### config.mk
export PLATFORM = sky130hd
export DESIGN_NAME = datapath_flat
export DESIGN_NICKNAME = d
export VERILOG_FILES = /design/src/mips_pkg.sv /design/src/ctrl_if.sv /design/src/alu.sv /design/src/datapath.sv /design/src/gpr.sv /design/src/flat_wrapper.sv
export VERILOG_INCLUDE_DIRS = /design/src
export SDC_FILE = /design/constraint.sdc
export NUM_CORES = 1
export LEC_CHECK = 0
export ABC_CLOCK_PERIOD_IN_PS = 3400
export BUFFER_PORTS_ARGS = -buffer_cell sky130_fd_sc_hd__clkbuf_2
export CAP_MARGIN = 20
export CORE_MARGIN = 5
export CORE_UTILIZATION = 35
export CTS_CLUSTER_DIAMETER = 80
export DETAILED_ROUTE_END_ITERATION = 12
export PLACE_DENSITY = 0.55
export SLEW_MARGIN = 5
export SYNTH_ARGS = -nofsm -noshare
export SYNTH_HDL_FRONTEND = slang
export SYNTH_HIERARCHICAL = 1
export SYNTH_SLANG_ARGS = --single-unit
### constraint.sdc
create_clock -name clk -period 3.4 [get_ports clk]
set_clock_uncertainty 0.05 [all_clocks]
set_input_delay 0.17 -clock clk [delete_from_list [all_inputs] [get_ports clk]]
set_output_delay 0.17 -clock clk [all_outputs]
set_load 0.01 [all_outputs]
### src/mips_params.svh
`ifndef MIPS_PARAMS_SVH
`define MIPS_PARAMS_SVH

// Memory depths as address widths in words
`define IMEM_AW 8
`define DMEM_AW 8

// Word index of the first instruction
`define RESET_PC 0

// Primary opcodes
`define OP_RTYPE 6'h00
`define OP_J     6'h02
`define OP_BEQ   6'h04
`define OP_ORI   6'h0d
`define OP_LUI   6'h0f
`define OP_LW    6'h23
`define OP_SW    6'h2b

// Funct field of R-type instructions
`define FN_ADDU 6'h21
`define FN_SUBU 6'h23
`define FN_AND  6'h24
`define FN_OR   6'h25
`define FN_SLT  6'h2a

`endif

### src/mips_pkg.sv
`include "mips_params.svh"

package mips_pkg;

    typedef logic [31:0]         word_t;
    typedef logic [4:0]          regAddr_t;
    typedef logic [5:0]          opcode_t;
    typedef logic [5:0]          funct_t;
    typedef logic [`IMEM_AW-1:0] imemAddr_t;
    typedef logic [`DMEM_AW-1:0] dmemAddr_t;

    typedef enum logic [2:0] {
        ALU_ADD,
        ALU_SUB,
        ALU_AND,
        ALU_OR,
        ALU_SLT,
        ALU_LUI
    } aluOp_t;

    typedef enum logic {DST_RT, DST_RD} regDst_t;
    typedef enum logic {SRC_B, SRC_IMM} aluSrc_t;
    typedef enum logic {WB_ALU, WB_MEM} mem2Reg_t;
    typedef enum logic {EXT_ZERO, EXT_SIGN} extOp_t;
    typedef enum logic [1:0] {NPC_SEQ, NPC_BRANCH, NPC_JUMP} npcSel_t;

    // Multicycle phases
    typedef enum logic [2:0] {FETCH, DECODE, EXEC, MEM, WB} state_t;

endpackage

### src/ctrl_if.sv
interface ctrl_if;
    import mips_pkg::*;

    // Write strobes
    logic     pcWr;
    logic     irWr;
    logic     regWr;
    logic     memWr;

    // Mux and unit selects
    regDst_t  regDst;
    aluSrc_t  aluSrc;
    mem2Reg_t mem2Reg;
    extOp_t   extOp;
    aluOp_t   aluOp;
    npcSel_t  npcSel;

    // ALU result was zero, used by beq
    logic     zero;

    modport ctrl (
        output pcWr, irWr, regWr, memWr,
        output regDst, aluSrc, mem2Reg, extOp, aluOp, npcSel,
        input  zero
    );

    modport fetch (input pcWr, irWr, npcSel);

    modport dp (
        input  regWr, regDst, aluSrc, mem2Reg, extOp, aluOp,
        output zero
    );

endinterface

### src/alu.sv
module alu (
    input  mips_pkg::aluOp_t op,
    input  mips_pkg::word_t  x,
    input  mips_pkg::word_t  y,
    output mips_pkg::word_t  result,
    output logic             zero
);
    import mips_pkg::*;

    logic lessThan;

    // slt compares as two's complement
    assign lessThan = $signed(x) < $signed(y);

    always_comb begin
        case (op)
            ALU_ADD: result = x + y;
            ALU_SUB: result = x - y;
            ALU_AND: result = x & y;
            ALU_OR:  result = x | y;
            ALU_SLT: result = {31'b0, lessThan};
            // Immediate moves to the upper half
            ALU_LUI: result = {y[15:0], 16'b0};
            default: result = x + y;
        endcase
    end

    assign zero = (result == '0);

endmodule

### src/datapath.sv
`include "mips_params.svh"

module datapath (
    input  logic                clk,
    input  logic                rst,
    input  mips_pkg::word_t     ir,
    input  mips_pkg::word_t     readData,
    output mips_pkg::dmemAddr_t dmemAddr,
    output mips_pkg::word_t     storeData,
    output mips_pkg::word_t     branchOff,
    ctrl_if.dp                  ctrlBus
);
    import mips_pkg::*;

    regAddr_t    rs;
    regAddr_t    rt;
    regAddr_t    rd;
    regAddr_t    wa;
    logic [15:0] imm;
    word_t       signImm;
    word_t       extImm;
    word_t       rd1;
    word_t       rd2;
    word_t       regA;
    word_t       regB;
    word_t       aluIn;
    word_t       aluResult;
    word_t       aluOut;
    word_t       dataReg;
    word_t       wbData;

    // Instruction fields
    assign rs  = ir[25:21];
    assign rt  = ir[20:16];
    assign rd  = ir[15:11];
    assign imm = ir[15:0];

    assign signImm   = {{16{imm[15]}}, imm};
    assign extImm    = (ctrlBus.extOp == EXT_SIGN) ? signImm : {16'b0, imm};
    // Branch offset is always sign extended
    assign branchOff = signImm;

    assign wa     = (ctrlBus.regDst == DST_RD) ? rd : rt;
    assign aluIn  = (ctrlBus.aluSrc == SRC_IMM) ? extImm : regB;
    assign wbData = (ctrlBus.mem2Reg == WB_MEM) ? dataReg : aluOut;

    gpr i_gpr (
        .clk (clk),
        .we  (ctrlBus.regWr),
        .ra1 (rs),
        .ra2 (rt),
        .wa  (wa),
        .wd  (wbData),
        .rd1 (rd1),
        .rd2 (rd2)
    );

    alu i_alu (
        .op     (ctrlBus.aluOp),
        .x      (regA),
        .y      (aluIn),
        .result (aluResult),
        .zero   (ctrlBus.zero)
    );

    // A, B and ALUOut reload every cycle and hold while the IR is stable
    always_ff @(posedge clk) begin
        if (rst) begin
            regA   <= '0;
            regB   <= '0;
            aluOut <= '0;
        end else begin
            regA   <= rd1;
            regB   <= rd2;
            aluOut <= aluResult;
        end
    end

    // Memory data register
    always_ff @(posedge clk) begin
        dataReg <= readData;
    end

    // Effective address is a word index
    assign dmemAddr  = aluOut[`DMEM_AW-1:0];
    assign storeData = regB;

endmodule

### src/gpr.sv
module gpr (
    input  logic               clk,
    input  logic               we,
    input  mips_pkg::regAddr_t ra1,
    input  mips_pkg::regAddr_t ra2,
    input  mips_pkg::regAddr_t wa,
    input  mips_pkg::word_t    wd,
    output mips_pkg::word_t    rd1,
    output mips_pkg::word_t    rd2
);
    import mips_pkg::*;

    word_t regs [32];

    // $zero is never written
    always_ff @(posedge clk) begin
        if (we && (wa != '0)) begin
            regs[wa] <= wd;
        end
    end

    // Asynchronous read ports
    assign rd1 = (ra1 == '0) ? '0 : regs[ra1];
    assign rd2 = (ra2 == '0) ? '0 : regs[ra2];

endmodule

### src/flat_wrapper.sv
// flat-port wrapper written by rule: the top's interface ports become plain ports
module datapath_flat import mips_pkg::*;
  (clk, rst, ir, readData, dmemAddr, storeData, branchOff, ctrlBus_regWr, ctrlBus_regDst, ctrlBus_aluSrc, ctrlBus_mem2Reg, ctrlBus_extOp, ctrlBus_aluOp, ctrlBus_zero);
  ctrl_if ctrlBus_i ();
  input  logic clk;
  input  logic rst;
  input  mips_pkg::word_t ir;
  input  mips_pkg::word_t readData;
  output mips_pkg::dmemAddr_t dmemAddr;
  output mips_pkg::word_t storeData;
  output mips_pkg::word_t branchOff;
  input wire logic [$bits(ctrlBus_i.regWr)-1:0] ctrlBus_regWr;
  input wire logic [$bits(ctrlBus_i.regDst)-1:0] ctrlBus_regDst;
  input wire logic [$bits(ctrlBus_i.aluSrc)-1:0] ctrlBus_aluSrc;
  input wire logic [$bits(ctrlBus_i.mem2Reg)-1:0] ctrlBus_mem2Reg;
  input wire logic [$bits(ctrlBus_i.extOp)-1:0] ctrlBus_extOp;
  input wire logic [$bits(ctrlBus_i.aluOp)-1:0] ctrlBus_aluOp;
  output wire logic [$bits(ctrlBus_i.zero)-1:0] ctrlBus_zero;
  assign ctrlBus_i.regWr = ctrlBus_regWr;
  assign ctrlBus_i.regDst = ctrlBus_regDst;
  assign ctrlBus_i.aluSrc = ctrlBus_aluSrc;
  assign ctrlBus_i.mem2Reg = ctrlBus_mem2Reg;
  assign ctrlBus_i.extOp = ctrlBus_extOp;
  assign ctrlBus_i.aluOp = ctrlBus_aluOp;
  assign ctrlBus_zero = ctrlBus_i.zero;
  datapath u_core (.clk(clk), .rst(rst), .ir(ir), .readData(readData), .dmemAddr(dmemAddr), .storeData(storeData), .branchOff(branchOff), .ctrlBus(ctrlBus_i));
endmodule
==> Word level (Yosys, flattened, before mapping) <==
Memories as Yosys holds them, arrays and structs flattened. A register that Yosys moved wholly into a read port is not among the register bits.
Cells that the tools add are included.
{ "totals": {"ff_bits": 64, "ram_bits": 1024, "in_bits": 74, "output_inout_bits": 73, "wordCells": 27, "n_memories": 1} }
{ "memory_table": {"columns": ["memory", "depth", "width", "rd", "rd_clocked_by_memory_dff", "wr", "line", "rtl"], "rows": [
  ["u_core.i_gpr.regs", 32, 32, 2, 2, 1, "gpr.sv:13", "word_t regs [32];"]
]} }
{ "op_classes": {"addsub": 2, "magnitude_cmp": 1, "n_eq_ne": 5, "mux": 7, "bitwise": 2, "n_reduce_logical": 7} }
{ "op_table": {"columns": ["cell", "count"], "rows": [
  ["$pmux 32 s5", 1],
  ["$mux 32", 3],
  ["$add 32x32->32", 1],
  ["$and 32x32->32", 1],
  ["$logic_not 32->1", 1],
  ["$lt 32x32->1", 1],
  ["$or 32x32->32", 1],
  ["$sub 32x32->32", 1],
  ["$logic_not 5->1", 2],
  ["$eq 3x2->1 const B", 2],
  ["$eq 3x3->1 const B", 2],
  ["$mux 5", 1],
  ["$reduce_bool 5->1", 1],
  ["$reduce_or 2->1", 2],
  ["$eq 3x1->1 const B", 1],
  ["$mux 1", 2],
  ["$logic_and 1x1->1", 1]
]} }

==> Logic depth before layout (Yosys ltp) <==
{ "depth": {"ltp_word": 5, "ltp_mapped": 17, "depth_no_buf": 14} }

==> By module <==
Netlist, hierarchy kept.
{ "by_module_without_submodules": {"columns": ["module", "instances", "cells_per_inst", "area_per_inst_um2", "seq_area_each_um2"], "rows": [
  ["gpr", 1, 2564, 47929.7, 30749.5],
  ["alu", 1, 903, 5841.9, 0.0],
  ["datapath", 1, 369, 4545.6, 2562.5]
]} }

==> Worst setup path after synthesis <==
Ideal clock, no wire load.
{ "synth_timing": {"kind": "in2out", "from": "input ctrlBus_aluSrc", "to": "output ctrlBus_zero", "arrival_ns": 3.465, "required_time_ns": 3.180, "path_slack_ns": -0.285, "stages": 15, "path_buffers": 3, "path_cell_list": "buf_6 > buf_8 > mux2_4 > inv_1 > ha_1 > buf_6 > or4_4 > a211oi_4 > o21ai_2 > a21o_1 > a221o_1 > a221o_1 > a41oi_2 > nand4_1 > nor3b_2"} }
{ "synth_between": {"elab_chain_cells": 4, "elab_cells_between_ends": 8, "cone_classes": "2 x add/sub; 1 x order compare; 2 x mux; 2 x bitwise; 1 x reduce/logical"} }
{ "synth_rtl": {"columns": ["item", "line", "rtl"], "rows": [
  ["start: declaration", "flat_wrapper.sv:14", "input wire logic [$bits(ctrlBus_i.aluSrc)-1:0] ctrlBus_aluSrc;"],
  ["$mux 32 *", "datapath.sv:44", "assign aluIn = (ctrlBus.aluSrc == SRC_IMM) ? extImm : regB;"],
  ["via u_core.aluIn[2]", "datapath.sv:26", "word_t aluIn;"],
  ["$add 32x32->32 or $sub 32x32->32 (tied branches)", "alu.sv:17, alu.sv:24, alu.sv:18", null],
  ["$pmux 32 s5 *", "alu.sv:16", "case (op)"],
  ["via u_core.aluResult[19]", "datapath.sv:27", "word_t aluResult;"],
  ["$logic_not 32->1 *", "alu.sv:28", "assign zero = (result == '0);"],
  ["end: declaration", "flat_wrapper.sv:18", "output wire logic [$bits(ctrlBus_i.zero)-1:0] ctrlBus_zero;"]
]} }
The timed path passes the listed nets; every way through them passes the cells marked *.

==> Final worst setup path <==
{ "layout_timing": {"from": "register u_core.regB[6] (netlist: u_core/storeData[6]), read port of u_core.i_gpr.regs", "to": "output ctrlBus_zero"} }
{ "layout_between": {"elab_chain_cells": 4, "elab_cells_between_ends": 8, "cone_classes": "2 x add/sub; 1 x order compare; 2 x mux; 2 x bitwise; 1 x reduce/logical"} }
{ "layout_rtl": {"columns": ["item", "line", "rtl"], "rows": [
  ["start: declaration", "datapath.sv:25", "word_t regB;"],
  ["$mux 32 *", "datapath.sv:44", null],
  ["via u_core.aluIn[6]", "datapath.sv:26", null],
  ["$add 32x32->32 or $sub 32x32->32 (tied branches)", "alu.sv:17, alu.sv:24, alu.sv:18", null],
  ["$pmux 32 s5 *", "alu.sv:16", null],
  ["via u_core.aluResult[11]", "datapath.sv:27", null],
  ["$logic_not 32->1 *", "alu.sv:28", null]
]} }
Marked as above.

==> results.toml <==
[timing]
drv_slew = 0
timing.hold.ws_ns = 0.0496
rsz0062_at_grt = "yes"
setup_slack_ns = -1.39
timing.fmax_mhz = 209
finalSetupViolations = 8
hold_violations = 0
slew_headroom = 0.0997
post-route-min-period_ns = 4.79
finalCritPeriodShare = 1.41
worstMarginPinSlew_ns = 1.34

[floorplanning]
num_rows = 149
coreArea_um2 = 165000
die_h_um = 418
io_pins = 147
design.die.area_um2 = 175000
start_util = 0.353
die_w_um = 418

[run_status]
status = "finished with violations"
violations = "setup timing"

[critical_path]
path_cells = "mux2_4, inv_4, ha_4, buf_6, buf_8, nor4_4, nand2b_1, buf_4, a211oi_4, or2_4, o221a_2, o22ai_1, or3_4, nor4_4, buf_4, nand4_1, nor3b_2, buf_2"
critPathLaunchType = "flop"
crit_arrival_ns = 4.57
crit_start = "u_core/storeData[6]$_SDFF_PP0_"
regToRegStartpoint = "u_core/storeData[6]$_SDFF_PP0_"
cpMaxStageDelayCell = "or3_4"
worstPathRequired_ns = 3.18
crit_fanout = 3
path_class = "flop to primary output"
cpPeakStageDelay_ns = 0.41
end_kind = "primary output"

[route]
vias = 40300
drt_iter0_drc = 5024
wl_per_cell_um = 31.8
route.detailed.drc = 0
drt-pass1-iter-count = 5
wl_mm = 216
avgViaCountPerCell = 5.92
antenna_left = 0

[logic_synthesis]
muxShareOfSynthArea = 0.221
synth_edf_count = 1024
synthXorXnorAreaFrac = 0
synthCells = 3836
syn_avg_cell_area_um2 = 15.2
synth_compound_area_frac = 0.0931
syn_area_um2 = 58300
ys_warn_count = 6
yosysUniqueCellTypes = 95
ys_seq_elements = 1152
synth_top_family_by_area = "multiplexers"
seq_area_frac_synth = 0.571
synthAdderAreaFrac = 0.0213
synth-main-ff-cell = "edfxtp_1"
async_reset_ff_frac = 0
synth_simple_gate_area_share = 0.0540

[power_and_ir_drop]
power_density_nw_per_um2 = 506
vdd_drop_max_v = 0.000454
power_w = 0.0361
p_leak_nw = 25.7

[worst_hold_path]
hp-class = "primary input to flop"
min_from = "readData[23]"

[clocking]
clk_pin_slew_ns = 0.06
root_buffer = "clkbuf_16"
cts_num_sinks = 1152
clock_latency_ns = 0.76
cts_inserted_buffers = 120
clock_path_buffers = 3
cts-htree-levels = 3
tritoncts = "yes"

[global_route]
antenna_found_initial = 9
grt.overflow.total = 0
grt_pass1_vias = 40400
grt_pass1_wl_mm = 302
grt_usage = 0.241
grt_max_degree = 71

[layout]
post-route-util = 0.431
syn_to_final_growth_pct = 22.2
finalNetCount = 4683
layout-drive-gt1-share = 0.344

[flow_run]
max_cap_violations = 0

[placed_design]
hpwl_mm = 144
place_congestion = 0.934
io_buffers = 140
pre_cts_ws_ns = -1.11
-- metal layers --
metal,global-route usage,routed length (µm),vias to the layer above
li1,-,-,16900
met1,0.314,85200,21000
met2,0.406,104000,2090
met3,0.0394,17500,408
met4,0.0910,9190,0
met5,0,0,-
-- kinds of logic (layout without fill, tap and decap cells) --
group                      count (synthesis)  in the layout
muxes                                    794            794
adders and majority gates                 98             98
other                                      1             35
buffers and inverters                    447           1195
AOI/OAI and AO/OA                        737            737
and+or+nand+nor                          607            607
DFF                                     1152           1152
-- cell usage in the layout, fill, tap and decap left out, types with 12 or more instances in the layout --
cell,synthesis,layout
nor3_1,21,16
a311oi_1,33,33
a21o_1,18,18
mux4_2,298,298
o21ai_0,118,104
a21oi_1,116,103
clkinv_2,0,27
edfxtp_1,1024,1024
dlygate4sd3_1,0,61
buf_4,95,579
mux2_4,44,46
mux2_2,73,71
conb_1,1,32
nand2b_1,14,13
ha_1,96,85
o211ai_1,14,14
o21ai_1,10,17
buf_12,3,51
o21bai_1,14,13
o22ai_1,12,12
nor2_1,125,91
mux2i_1,325,324
a211oi_1,76,72
a22oi_1,72,70
nor2b_1,153,147
a221oi_1,45,42
mux4_1,54,54
o221ai_1,73,72
nor2_4,0,33
a221oi_2,19,20
clkbuf_16,0,126
clkinv_1,0,14
clkbuf_1,129,18
dfxtp_1,128,122
inv_1,122,114
clkbuf_2,0,130
buf_6,16,16
nand4_1,42,42
nand3_1,17,15
nand2_1,155,155
-- report_power, final --
| part | internal (W) | total [W] | leakage [nW] | switching (W) |
|---|---|---|---|---|
| clock network | 0.00774 | 0.0136 | 1.98 | 0.00583 |
| logic | 0.00267 | 0.00631 | 13.3 | 0.00364 |
| registers | 0.0160 | 0.0162 | 10.4 | 0.000184 |
| total | 0.0264 | 0.0361 | 25.7 | 0.00965 |
-- per-stage QoR --
step           area (µm²)  TNS (ns)  cells
3_3_place_gp        65700     -9.46   6494
6_report            71200     -1.92   6807
4_1_cts             71000     -1.88   6795
2_1_floorplan       58500    -0.153   3867
3_5_place_dp        65700     -9.75   6494
5_1_grt             71200     -3.39   6805
-- layout make-up --
cell class | instances | area [µm²]
fill | 14800 | 94100
sequential | 1152 | 33300
multi-input combinational | 2268 | 23700
timing repair buffer | 847 | 6920
clock buffer | 149 | 3290
tap | 2189 | 2740
clock inverter | 77 | 774
inverter | 122 | 470
antenna | 3 | 7.51
-- what timing repair did --
item | 4_1_cts | 5_1_grt
gates resized for setup | 93 | 45
pin swaps | 37 | 35
hold buffers | 61 | 0
endpoints found under the setup margin | 19 | 16
hold endpoints to repair | 59 | 0
buffers inserted | 16 | 6
-- cells in the mapped netlist, types with 18 or more instances --
library cell / count / area (µm²)
edfxtp_1: 1024 / 30700
mux2i_1: 325 / 3250
mux4_2: 298 / 6710
nand2_1: 155 / 582
nor2b_1: 153 / 957
clkbuf_1: 129 / 484
dfxtp_1: 128 / 2560
nor2_1: 125 / 469
inv_1: 122 / 458
o21ai_0: 118 / 591
a21oi_1: 116 / 581
ha_1: 96 / 1200
buf_4: 95 / 713
a211oi_1: 76 / 571
buf_2: 76 / 380
mux2_2: 73 / 822
o221ai_1: 73 / 639
a22oi_1: 72 / 541
mux4_1: 54 / 1420
a221oi_1: 45 / 394
mux2_4: 44 / 661
nand4_1: 42 / 263
a311oi_1: 33 / 289
nor3_1: 21 / 105
a221oi_2: 19 / 285
a21o_1: 18 / 135
-- state kept, by name, summed over array words and instances (netlist names) --
name,count
u_core/i_gpr/regs,1024
u_core/aluOut,32
u_core/dataReg,32
u_core/regA,32
u_core/storeData,32
-- critical path: cells and delay by family, from the launching register on --
family	cells	cell delay [ns]
adders and majority gates	1	0.21
DFF	1	0.32
muxes	1	0.29
and+or+nand+nor	7	1.57
AOI/OAI and AO/OA	3	0.62
buffers and inverters	6	0.78
-- final timing paths --
| check | slack, ns | cells past startpoint | endpoint |
|---|---|---|---|
| setup / recovery | -1.39 | 18 | ctrlBus_zero |
| hold / removal | 0.05 | 2 | u_core/dataReg[23]$_DFF_P_ |
| setup reg to reg | -0.18 | 18 | u_core/aluOut[28]$_SDFF_PP0_ |
| hold reg to reg | 0.81 | 1 | u_core/i_gpr/regs[17][7]$_DFFE_PP_ |
No activity file was read; power rests on OpenSTA's default activity.
