File: src/mips_params.svh
`ifndef MIPS_PARAMS_SVH
`define MIPS_PARAMS_SVH

// Memory depths as address widths in words
`define IMEM_AW 8
`define DMEM_AW 8

// Word index of the first instruction
`define RESET_PC 0

// Primary opcodes
`define OP_RTYPE 6'h00
`define OP_J     6'h02
`define OP_BEQ   6'h04
`define OP_ORI   6'h0d
`define OP_LUI   6'h0f
`define OP_LW    6'h23
`define OP_SW    6'h2b

// Funct field of R-type instructions
`define FN_ADDU 6'h21
`define FN_SUBU 6'h23
`define FN_AND  6'h24
`define FN_OR   6'h25
`define FN_SLT  6'h2a

`endif

File: src/mips_pkg.sv
`include "mips_params.svh"

package mips_pkg;

    typedef logic [31:0]         word_t;
    typedef logic [4:0]          regAddr_t;
    typedef logic [5:0]          opcode_t;
    typedef logic [5:0]          funct_t;
    typedef logic [`IMEM_AW-1:0] imemAddr_t;
    typedef logic [`DMEM_AW-1:0] dmemAddr_t;

    typedef enum logic [2:0] {
        ALU_ADD,
        ALU_SUB,
        ALU_AND,
        ALU_OR,
        ALU_SLT,
        ALU_LUI
    } aluOp_t;

    typedef enum logic {DST_RT, DST_RD} regDst_t;
    typedef enum logic {SRC_B, SRC_IMM} aluSrc_t;
    typedef enum logic {WB_ALU, WB_MEM} mem2Reg_t;
    typedef enum logic {EXT_ZERO, EXT_SIGN} extOp_t;
    typedef enum logic [1:0] {NPC_SEQ, NPC_BRANCH, NPC_JUMP} npcSel_t;

    // Multicycle phases
    typedef enum logic [2:0] {FETCH, DECODE, EXEC, MEM, WB} state_t;

endpackage

File: src/ctrl_if.sv
interface ctrl_if;
    import mips_pkg::*;

    // Write strobes
    logic     pcWr;
    logic     irWr;
    logic     regWr;
    logic     memWr;

    // Mux and unit selects
    regDst_t  regDst;
    aluSrc_t  aluSrc;
    mem2Reg_t mem2Reg;
    extOp_t   extOp;
    aluOp_t   aluOp;
    npcSel_t  npcSel;

    // ALU result was zero, used by beq
    logic     zero;

    modport ctrl (
        output pcWr, irWr, regWr, memWr,
        output regDst, aluSrc, mem2Reg, extOp, aluOp, npcSel,
        input  zero
    );

    modport fetch (input pcWr, irWr, npcSel);

    modport dp (
        input  regWr, regDst, aluSrc, mem2Reg, extOp, aluOp,
        output zero
    );

endinterface

File: src/controller.sv
`include "mips_params.svh"

module controller (
    input  logic            clk,
    input  logic            rst,
    input  mips_pkg::word_t ir,
    ctrl_if.ctrl            ctrlBus
);
    import mips_pkg::*;

    state_t  state;
    state_t  nextState;
    opcode_t opcode;
    funct_t  funct;
    logic    isRtype;
    logic    isOri;
    logic    isLui;
    logic    isLoad;
    logic    isStore;
    logic    isBeq;
    logic    isJump;

    assign opcode = ir[31:26];
    assign funct  = ir[5:0];

    assign isRtype = (opcode == `OP_RTYPE);
    assign isOri   = (opcode == `OP_ORI);
    assign isLui   = (opcode == `OP_LUI);
    assign isLoad  = (opcode == `OP_LW);
    assign isStore = (opcode == `OP_SW);
    assign isBeq   = (opcode == `OP_BEQ);
    assign isJump  = (opcode == `OP_J);

    always_ff @(posedge clk) begin
        if (rst) begin
            state <= FETCH;
        end else begin
            state <= nextState;
        end
    end

    always_comb begin
        case (state)
            FETCH:  nextState = DECODE;
            DECODE: nextState = EXEC;
            EXEC: begin
                if (isLoad || isStore) begin
                    nextState = MEM;
                end else if (isRtype || isOri || isLui) begin
                    nextState = WB;
                end else begin
                    // beq, j and unknown opcodes finish here
                    nextState = FETCH;
                end
            end
            MEM:     nextState = isLoad ? WB : FETCH;
            default: nextState = FETCH;
        endcase
    end

    // Selects follow the opcode and stay stable while the IR holds
    always_comb begin
        ctrlBus.regDst  = isRtype ? DST_RD : DST_RT;
        ctrlBus.aluSrc  = (isRtype || isBeq) ? SRC_B : SRC_IMM;
        ctrlBus.mem2Reg = isLoad ? WB_MEM : WB_ALU;
        ctrlBus.extOp   = (isLoad || isStore) ? EXT_SIGN : EXT_ZERO;
        ctrlBus.aluOp   = ALU_ADD;
        if (isRtype) begin
            case (funct)
                `FN_SUBU: ctrlBus.aluOp = ALU_SUB;
                `FN_AND:  ctrlBus.aluOp = ALU_AND;
                `FN_OR:   ctrlBus.aluOp = ALU_OR;
                `FN_SLT:  ctrlBus.aluOp = ALU_SLT;
                default:  ctrlBus.aluOp = ALU_ADD;
            endcase
        end else if (isOri) begin
            ctrlBus.aluOp = ALU_OR;
        end else if (isLui) begin
            ctrlBus.aluOp = ALU_LUI;
        end else if (isBeq) begin
            ctrlBus.aluOp = ALU_SUB;
        end
    end

    // Strobes per state, all low for an unknown state
    always_comb begin
        ctrlBus.pcWr   = 1'b0;
        ctrlBus.irWr   = 1'b0;
        ctrlBus.regWr  = 1'b0;
        ctrlBus.memWr  = 1'b0;
        ctrlBus.npcSel = NPC_SEQ;
        case (state)
            FETCH: begin
                ctrlBus.pcWr = 1'b1;
                ctrlBus.irWr = 1'b1;
            end
            EXEC: begin
                if (isJump) begin
                    ctrlBus.pcWr   = 1'b1;
                    ctrlBus.npcSel = NPC_JUMP;
                end else if (isBeq) begin
                    ctrlBus.pcWr   = ctrlBus.zero;
                    ctrlBus.npcSel = NPC_BRANCH;
                end
            end
            MEM:     ctrlBus.memWr = isStore;
            WB:      ctrlBus.regWr = 1'b1;
            default: ;
        endcase
    end

endmodule

File: src/flat_wrapper.sv
// flat-port wrapper written by rule: the top's interface ports become plain ports
module controller_flat import mips_pkg::*;
  (clk, rst, ir, ctrlBus_pcWr, ctrlBus_irWr, ctrlBus_regWr, ctrlBus_memWr, ctrlBus_regDst, ctrlBus_aluSrc, ctrlBus_mem2Reg, ctrlBus_extOp, ctrlBus_aluOp, ctrlBus_npcSel, ctrlBus_zero);
  ctrl_if ctrlBus_i ();
  input  logic clk;
  input  logic rst;
  input  mips_pkg::word_t ir;
  output wire logic [$bits(ctrlBus_i.pcWr)-1:0] ctrlBus_pcWr;
  output wire logic [$bits(ctrlBus_i.irWr)-1:0] ctrlBus_irWr;
  output wire logic [$bits(ctrlBus_i.regWr)-1:0] ctrlBus_regWr;
  output wire logic [$bits(ctrlBus_i.memWr)-1:0] ctrlBus_memWr;
  output wire logic [$bits(ctrlBus_i.regDst)-1:0] ctrlBus_regDst;
  output wire logic [$bits(ctrlBus_i.aluSrc)-1:0] ctrlBus_aluSrc;
  output wire logic [$bits(ctrlBus_i.mem2Reg)-1:0] ctrlBus_mem2Reg;
  output wire logic [$bits(ctrlBus_i.extOp)-1:0] ctrlBus_extOp;
  output wire logic [$bits(ctrlBus_i.aluOp)-1:0] ctrlBus_aluOp;
  output wire logic [$bits(ctrlBus_i.npcSel)-1:0] ctrlBus_npcSel;
  input wire logic [$bits(ctrlBus_i.zero)-1:0] ctrlBus_zero;
  assign ctrlBus_pcWr = ctrlBus_i.pcWr;
  assign ctrlBus_irWr = ctrlBus_i.irWr;
  assign ctrlBus_regWr = ctrlBus_i.regWr;
  assign ctrlBus_memWr = ctrlBus_i.memWr;
  assign ctrlBus_regDst = ctrlBus_i.regDst;
  assign ctrlBus_aluSrc = ctrlBus_i.aluSrc;
  assign ctrlBus_mem2Reg = ctrlBus_i.mem2Reg;
  assign ctrlBus_extOp = ctrlBus_i.extOp;
  assign ctrlBus_aluOp = ctrlBus_i.aluOp;
  assign ctrlBus_npcSel = ctrlBus_i.npcSel;
  assign ctrlBus_i.zero = ctrlBus_zero;
  controller u_core (.clk(clk), .rst(rst), .ir(ir), .ctrlBus(ctrlBus_i));
endmodule
File: config.mk
export PLATFORM = sky130hd
export DESIGN_NAME = controller_flat
export DESIGN_NICKNAME = d
export VERILOG_FILES = /design/src/mips_pkg.sv /design/src/ctrl_if.sv /design/src/controller.sv /design/src/flat_wrapper.sv
export VERILOG_INCLUDE_DIRS = /design/src
export SDC_FILE = /design/constraint.sdc
export NUM_CORES = 1
export LEC_CHECK = 0
export BUFFER_PORTS_ARGS = -buffer_cell sky130_fd_sc_hd__buf_4
export CORE_AREA = 2 2 39 41
export DETAILED_ROUTE_END_ITERATION = 12
export DIE_AREA = 0 0 41 43
export PLACE_DENSITY_LB_ADDON = 0.3
export SKIP_LAST_GASP = 1
export SLEW_MARGIN = 20
export SYNTH_ARGS = -nofsm -noshare
export SYNTH_HDL_FRONTEND = slang
export SYNTH_SLANG_ARGS = --single-unit
File: constraint.sdc
create_clock -name clk -period 3.8 [get_ports clk]
set_clock_uncertainty 0.15 [all_clocks]
set_input_delay 0.38 -clock clk [delete_from_list [all_inputs] [get_ports clk]]
set_output_delay 0.38 -clock clk [all_outputs]
set_load 0.1 [all_outputs]
Word level (Yosys, flattened, before mapping)
Cells that the tools add are included.
{"block": "op_classes", "div": 0, "eq_ne": 14, "n_reduce_logical": 6, "n_shift": 0, "mux": 22, "mul": 0, "magnitude_cmp": 0, "bitwise": 0, "addsub": 0}
{"cell": "$eq A6 B6 Y1 const B", "count": 6}
{"cell": "$pmux W3 S4", "count": 2}
{"cell": "$mux W3", "count": 6}
{"cell": "$eq A6 B4 Y1 const B", "count": 2}
{"cell": "$mux W1", "count": 11}
{"cell": "$eq A3 B2 Y1 const B", "count": 2}
{"cell": "$eq A6 B2 Y1 const B", "count": 1}
{"cell": "$eq A6 B3 Y1 const B", "count": 1}
{"cell": "$logic_not A6 Y1", "count": 1}
{"cell": "$logic_or A1 B1 Y1", "count": 4}
{"cell": "$mux W2", "count": 2}
{"cell": "$eq A3 B1 Y1 const B", "count": 1}
{"cell": "$eq A3 B3 Y1 const B", "count": 1}
{"cell": "$logic_not A3 Y1", "count": 1}
{"cell": "$pmux W1 S2", "count": 1}
{"block": "word_totals", "out_inout_bits": 13, "register_bits": 3, "mem_bits_rw": 0, "wordCells": 43, "inputBits": 35, "memories": 0, "latch_bits": 0, "rom_bits": 0}

Logic depth before layout (Yosys ltp)
Gate-level depths: netlist of the first run.
{"block": "logic_depth", "ltp_word": 6, "mapped_depth": 3, "mapped_depth_nobuf": 3}

Worst setup path after synthesis of the first run
No wires, ideal clock.
{"block": "synth_timing", "path_type": "input -> output", "from": "input port ir[26]", "to": "output port ctrlBus_pcWr", "cell_stages": 3, "required_ns": 3.270, "t_arrival_ns": 3.270, "setup_slack_ns": 0.000, "path_cell_list": "nor3_1 nand3_1 a311oi_1"}
{"block": "synth_via", "elab_chain_cells": 4, "word_cells_on_any_way": 5, "classes_between": "eq/ne (2); mux (3)"}
{"item": "start: declaration", "line": "flat_wrapper.sv:7", "rtl": "input mips_pkg::word_t ir;"}
{"item": "$eq A6 B3 Y1 (no source line)"}
{"item": "$mux W1", "line": "controller.sv:101", "rtl": "end else if (isBeq) begin"}
{"item": "$mux W1 (*)", "line": "controller.sv:98", "rtl": "if (isJump) begin"}
{"item": "$pmux W1 S2 (*)", "line": "controller.sv:92", "rtl": "case (state)"}
{"item": "end: declaration", "line": "flat_wrapper.sv:8", "rtl": "output wire logic [$bits(ctrlBus_i.pcWr)-1:0] ctrlBus_pcWr;"}
Mark *: on every way between the ends. The rest lies on a longest branch, timed or not.

Final worst setup path of the first run
{"block": "layout_timing", "from": "input port ir[30]", "to": "output port ctrlBus_pcWr"}
Same word-level chain as after synthesis.

==> impl_metrics.json, run 1 <==
{
  "cts_buffers": 3,
  "num_vias": 480,
  "drive_gt1_frac": 0.375,
  "die_h_um": 43,
  "start_util": 0.248,
  "dominantRegCellSynth": "dfxtp_1",
  "regArea_um2": 60.1,
  "cts_buffer_depth": 2,
  "powerDensity_mw_per_mm2": 271,
  "cts_sinks": 3,
  "worst-endpoint-arrival_ns": 1.75,
  "fillers": 158,
  "end_kind": "output port",
  "crit_slowest_cell": "nor3_1",
  "p_seq_frac": 0.228,
  "internal_power_mw": 0.0950,
  "ys_ff_latch": 3,
  "grt_pass1_wl_mm": 1.64,
  "rsz0062_at_grt": "no",
  "fin_crit_ns": 2.28,
  "root_buffer": "clkbuf_4",
  "clkPwrFrac": 0.352,
  "post-synth-top-area-cell": "dfxtp_1",
  "synth-compound-area-share": 0.190,
  "pin_count": 48,
  "cts_setup_buffers": 0,
  "synthAdderAreaFrac": 0,
  "multi_input_area_um2": 275,
  "synth_top_family_by_area": "simple AND/OR/NAND/NOR gates",
  "synth.most_common_cell": "nor2_1",
  "clkTransAtPathRegs_ns": 0.04,
  "antenna_found_initial": 0,
  "nNetsFinal": 116,
  "worstMarginPinSlew_ns": 0.527,
  "pwr-share-comb": 0.420,
  "crit_path_max_fanout": 5,
  "die_w_um": 41,
  "fin_util": 0.428,
  "cts-resized-gates": 0,
  "synth_warnings": 0,
  "relSlewSlack": 0.646,
  "hold_path.class": "input port to register",
  "synth.area.mux_share": 0,
  "fmax_mhz": 439,
  "drcViolationCount": 0,
  "clk_latency_ns": 0.24,
  "regMostFlops": "u_core.state",
  "grt_pass1_vias": 443,
  "yosysUniqueCellTypes": 28,
  "power.switching_mw": 0.0654,
  "fin_setup_tns_ns": 0,
  "hold_viol_final": 0,
  "synth_top_area_share": 0.175,
  "largest_register_ffs": 3,
  "leakage_nw": 0.260,
  "synth_xor_xnor_area_share": 0.0255,
  "max_cap_viol_count": 0,
  "syn_nets": 84,
  "via_per_inst": 5.00,
  "async_flop_share": 0,
  "path_common_cell": "buf_4",
  "wire_per_inst_um": 11.3,
  "crit_required_ns": 3.27,
  "num_rows": 14,
  "hold_buffers": 0,
  "grt_max_degree": 10,
  "top_regs": "u_core.state: 3 flops",
  "fin_hold_ws_ns": 0.178,
  "cts_tree": "yes",
  "ys_seq_area_frac": 0.175,
  "synth.top_cells.by_count": "nor2_1 (7), dfxtp_1 (3), nand2_1 (3), nor3_1 (3), or3_1 (3)",
  "diodes": 0,
  "critPathLaunchType": "input port",
  "synthCells": 49,
  "synth_edf_count": 0,
  "slowest_delay_ns": 0.46,
  "overflow": 0,
  "period_share": 0.600,
  "die_area_mm2": 0.00176,
  "syn_avg_cell_area_um2": 7.00,
  "status": "finished, final reports clean",
  "area_growth_pct": 72.6,
  "worst_ir_drop_vdd_mv": 0.0869,
  "synth-simple-area-share": 0.588,
  "swShare": 0.408,
  "ant_nets": 0,
  "core-area_mm2": 0.00138,
  "globalRouteTotalUtil": 0.136,
  "critPathKind": "input port to output port",
  "hpwlAfterDp_um": 862,
  "h-tree-depth": 1,
  "drtPass1Iterations": 2,
  "slew_violations": 0,
  "finalWirelength_mm": 1.08,
  "drtIter0Drc": 5,
  "setup_viol": 0,
  "syn_area_um2": 343,
  "crit_chain": "buf_4 > nor3_1 > nand4_1 > a311oi_1 > buf_4",
  "gp_congestion": 0.720,
  "yosys-top-cells-area": "dfxtp_1 (18%), nor2_1 (7.7%), or3_1 (5.5%)",
  "io_buffers": 27
}
## path summary, 6_finish.rpt
path / start / to / slack, ns / cells after the start
worst max register to register: u_core.state[1] / u_core.state[1] / 2.07 / 3
worst min register to register: u_core.state[0] / u_core.state[1] / 0.41 / 2
worst max-delay path: ir[30] / ctrlBus_pcWr / 1.52 / 5
worst min-delay path: rst / u_core.state[1] / 0.18 / 2
## power groups by stage
| stage | combinational, mW | sequential [mW] | clock (mW) |
|---|---|---|---|
| finish | 0.0674 | 0.0366 | 0.0565 |
| global route | 0.0711 | 0.0367 | 0.0618 |
| CTS | 0.0675 | 0.0364 | 0.0583 |
| detailed placement | 0.0673 | 0.0369 | 0 |
| global placement | 0.0671 | 0.0367 | 0 |
| floorplan | 0.0432 | 0.0362 | 0 |
## layout by cell type, fill, tap and decap left out, types with 2 or more instances in the layout
master | netlist | routed
buf_4 | 0 | 27
nor2_1 | 7 | 7
nor3_1 | 3 | 3
nand2_1 | 3 | 3
or3_1 | 3 | 3
clkbuf_4 | 0 | 3
dfxtp_1 | 3 | 3
nand3_1 | 2 | 2
nor2b_1 | 2 | 2
nor3b_1 | 2 | 2
o21ai_0 | 2 | 2
nand2b_1 | 2 | 2
inv_1 | 2 | 2
or4_1 | 2 | 2
## critical path: cells and delay by family
kind	cells	cell delay, ns
AND/OR/NAND/NOR	2	0.61
AO/OA/AOI/OAI	1	0.29
buffers and inverters	2	0.46
## logic make-up (layout without fill, tap and decap cells)
group | Yosys count | in the layout
AND/OR/NAND/NOR | 34 | 34
buffers and inverters | 2 | 33
XOR/XNOR | 1 | 1
AO/OA/AOI/OAI | 9 | 9
flip-flops | 3 | 3
## layout make-up
class | instances | area share
inverter | 2 | 0.0127
sequential | 3 | 0.101
clock buffer | 4 | 0.0444
multi-input combinational | 44 | 0.465
timing repair buffer | 27 | 0.342
tap | 16 | 0.0338
## stage by stage
| stage | setup slack [ns] | instances | instance area (um2) | power, mW |
|---|---|---|---|---|
| 3_5_place_dp | 1.53 | 92 | 566 | 0.104 |
| 5_1_grt | 1.43 | 96 | 592 | 0.170 |
| 2_1_floorplan | -0.000000666 | 49 | 343 | 0.0794 |
| 4_1_cts | 1.52 | 96 | 592 | 0.162 |
| 3_3_place_gp | 1.51 | 92 | 566 | 0.104 |
| 6_report | 1.52 | 96 | 592 | 0.160 |
## routing by layer
| metal | wire length, um | share of wire | up-vias | global-route usage |
|---|---|---|---|---|
| li1 | - | - | 252 | - |
| met1 | 489 | 0.45 | 205 | 0.159 |
| met2 | 504 | 0.47 | 21 | 0.222 |
| met3 | 76 | 0.070 | 2 | 0.0157 |
| met4 | 12 | 0.011 | 0 | 0.0800 |
| met5 | 0 | 0 | - | 0 |
Note: power is estimated with default switching activity, not from simulation.
==> run 2: changes to the inputs <==
Settings changed: ABC_AREA set to 1, CORE_AREA 2 2 39 41 to 2 2 41 43, DIE_AREA 0 0 41 43 to 0 0 43 45.
Clock period 3.8 ns to 1.8 ns, I/O delays scaled along.
==> impl_metrics.json, run 2 <==
{
  "status": "finished, final reports clean",
  "ys_ff_latch": 3,
  "syn_area_um2": 379,
  "p_seq_frac": 0.203,
  "hold_path.class": "input port to register",
  "rsz0062_at_grt": "no",
  "drtIter0Drc": 9,
  "overflow": 0,
  "fmax_mhz": 587,
  "reg2reg_to": "u_core.state[1]",
  "yosys-top-cells-area": "nor2_1 (20%), dfxtp_1 (16%), nand2_1 (12%)",
  "nNetsFinal": 138,
  "ant_nets": 0,
  "num_vias": 552,
  "synth_warnings": 0,
  "startpoint": "u_core.state[2]",
  "leakage_nw": 0.353,
  "globalRouteTotalUtil": 0.141,
  "setup_viol": 0,
  "crit_path_max_fanout": 5,
  "root_buffer": "clkbuf_4",
  "critPathLaunchType": "register",
  "synth.top_cells.by_count": "nor2_1 (20), nand2_1 (12), inv_1 (11)",
  "worstMarginPinSlew_ns": 0.281,
  "clkPwrFrac": 0.329,
  "min_from": "ir[29]",
  "slew_violations": 0,
  "die_h_um": 45,
  "cts_buffers": 3,
  "internal_power_mw": 0.209,
  "clkTransAtPathRegs_ns": 0.04,
  "end_kind": "output port",
  "cts_setup_buffers": 0,
  "antenna_found_initial": 0,
  "worst_ir_drop_vdd_mv": 0.178,
  "area_growth_pct": 109,
  "core-area_mm2": 0.00147,
  "num_rows": 14,
  "fin_crit_ns": 1.70,
  "fin_setup_tns_ns": 0,
  "stdcell_area_um2": 792,
  "syn_avg_cell_area_um2": 5.49,
  "clk_latency_ns": 0.24,
  "power.switching_mw": 0.170,
  "drive_gt1_frac": 0.618,
  "multi_input_area_um2": 402,
  "rr_worst_depth": 6,
  "io_buffers": 27,
  "worst-endpoint-arrival_ns": 1.37,
  "drtPass1Iterations": 3,
  "powerDensity_mw_per_mm2": 479,
  "yosysUniqueCellTypes": 19,
  "pin_count": 48,
  "synth.most_common_cell": "nor2_1",
  "grt.met3_usage": 0.0240,
  "fin_hold_ws_ns": 0.113,
  "top_regs": "u_core.state: 3 flops",
  "grt_max_degree": 6,
  "drcViolationCount": 0,
  "diodes": 0,
  "crit_required_ns": 1.47,
  "hpwlAfterDp_mm": 1.03,
  "syn_nets": 104,
  "mostFrequentLayoutCell": "buf_4",
  "cts_sinks": 3,
  "regArea_um2": 62.6,
  "met2_usage": 0.276,
  "rr_startpoint": "u_core.state[2]",
  "ys_seq_area_frac": 0.158,
  "use_met1": 0.143,
  "rrSetupSlack_ns": 0.63,
  "finalWirelength_mm": 1.20,
  "synthCells": 69,
  "dominantRegCellSynth": "dfxtp_1",
  "largest_register_ffs": 3,
  "grt_pass1_wl_mm": 2.05,
  "cts_tree": "yes",
  "die_area_mm2": 0.00194,
  "grt_pass1_vias": 529,
  "start_util": 0.258,
  "cts_buffer_depth": 2,
  "grt-busiest-layer": "met2",
  "post-synth-top-area-cell": "nor2_1",
  "pre_cts_ws_ns": 0.208,
  "hold_viol_final": 0,
  "h-tree-depth": 1,
  "swShare": 0.449,
  "async_flop_share": 0,
  "setup_ws_ns": 0.0970,
  "pwr-share-comb": 0.468,
  "fin_util": 0.538,
  "regMostFlops": "u_core.state",
  "wire_per_inst_um": 10.2,
  "die_w_um": 43,
  "max_cap_viol_count": 0,
  "synth_top_area_share": 0.198,
  "cp-endpoint": "ctrlBus_npcSel[0]",
  "relSlewSlack": 0.814,
  "fillers": 149,
  "placed_area_um2": 732,
  "synth_edf_count": 0,
  "via_per_inst": 4.68,
  "mostFrequentLayoutCells": "buf_4 (26), nand2_1 (11), nor2_1 (9)",
  "gp_congestion": 0.748,
  "critPathKind": "register to output port",
  "period_share": 0.946
}
## run 2: cell count changes after synthesis, sizes merged, moves of 3 or more
| cell | change |
|---|---|
| nor2 | +16 |
| nand3 | +4 |
| or3 | -3 |
| a21oi | +3 |
| inv | +9 |
| nand2 | +11 |
## run 2: area by class of cell
| type | count | area share |
|---|---|---|
| clock buffer | 4 | 0.0332 |
| inverter | 11 | 0.0569 |
| multi-input combinational | 55 | 0.507 |
| sequential | 3 | 0.0790 |
| tap | 16 | 0.0253 |
| timing repair buffer | 29 | 0.299 |
## run 2: logic make-up after synthesis
group,count (synthesis),share of synthesized area
buffers and inverters,11,0.109
DFF,3,0.158
AOI/OAI and AO/OA,6,0.112
and+or+nand+nor,49,0.620
## run 2: per-layer routing
metal / up-vias / routed length [um]
met5: - / 0
met4: 0 / 12
met3: 2 / 63
met2: 18 / 649
met1: 247 / 476
li1: 285 / -
## run 2: worst max-delay path, stage by stage (launching register included)
cell and delay, ns:
dfxtp_2 0.35, nor2_2 0.12, inv_2 0.07, nor2_2 0.11
inv_2 0.07, nor3_4 0.20, buf_12 0.20
## run 2: how the worst min path moves through the flow
stage                                 end  slack [ns]  cells past startpoint
after floorplan           u_core.state[2]        0.09                      1
after global placement    u_core.state[2]        0.19                      2
after detailed placement  u_core.state[2]        0.20                      2
after CTS                 u_core.state[2]        0.12                      4
after global routing      u_core.state[2]        0.14                      4
final                     u_core.state[2]        0.11                      4
## run 2: power by group through the flow
stage | Combinational (mW) | Sequential (mW) | Clock (mW)
after floorplan | 0.118 | 0.0758 | 0
after global placement | 0.172 | 0.0769 | 0
after detailed placement | 0.174 | 0.0771 | 0
after CTS | 0.176 | 0.0759 | 0.128
after global routing | 0.188 | 0.0772 | 0.133
final | 0.178 | 0.0770 | 0.125
## run 2: metrics by stage
stage / total power, mW / cells
6_report: 0.380 / 118
5_1_grt: 0.398 / 118
4_1_cts: 0.380 / 118
3_5_place_dp: 0.251 / 113
3_3_place_gp: 0.249 / 113
2_1_floorplan: 0.194 / 69
## run 2: what timing repair did
action,CTS,global route
hold endpoints to repair,1,0
hold buffers,1,0
cloned,0,0
setup endpoints to repair,2,2
gates resized for setup,2,8
pin swaps,0,1
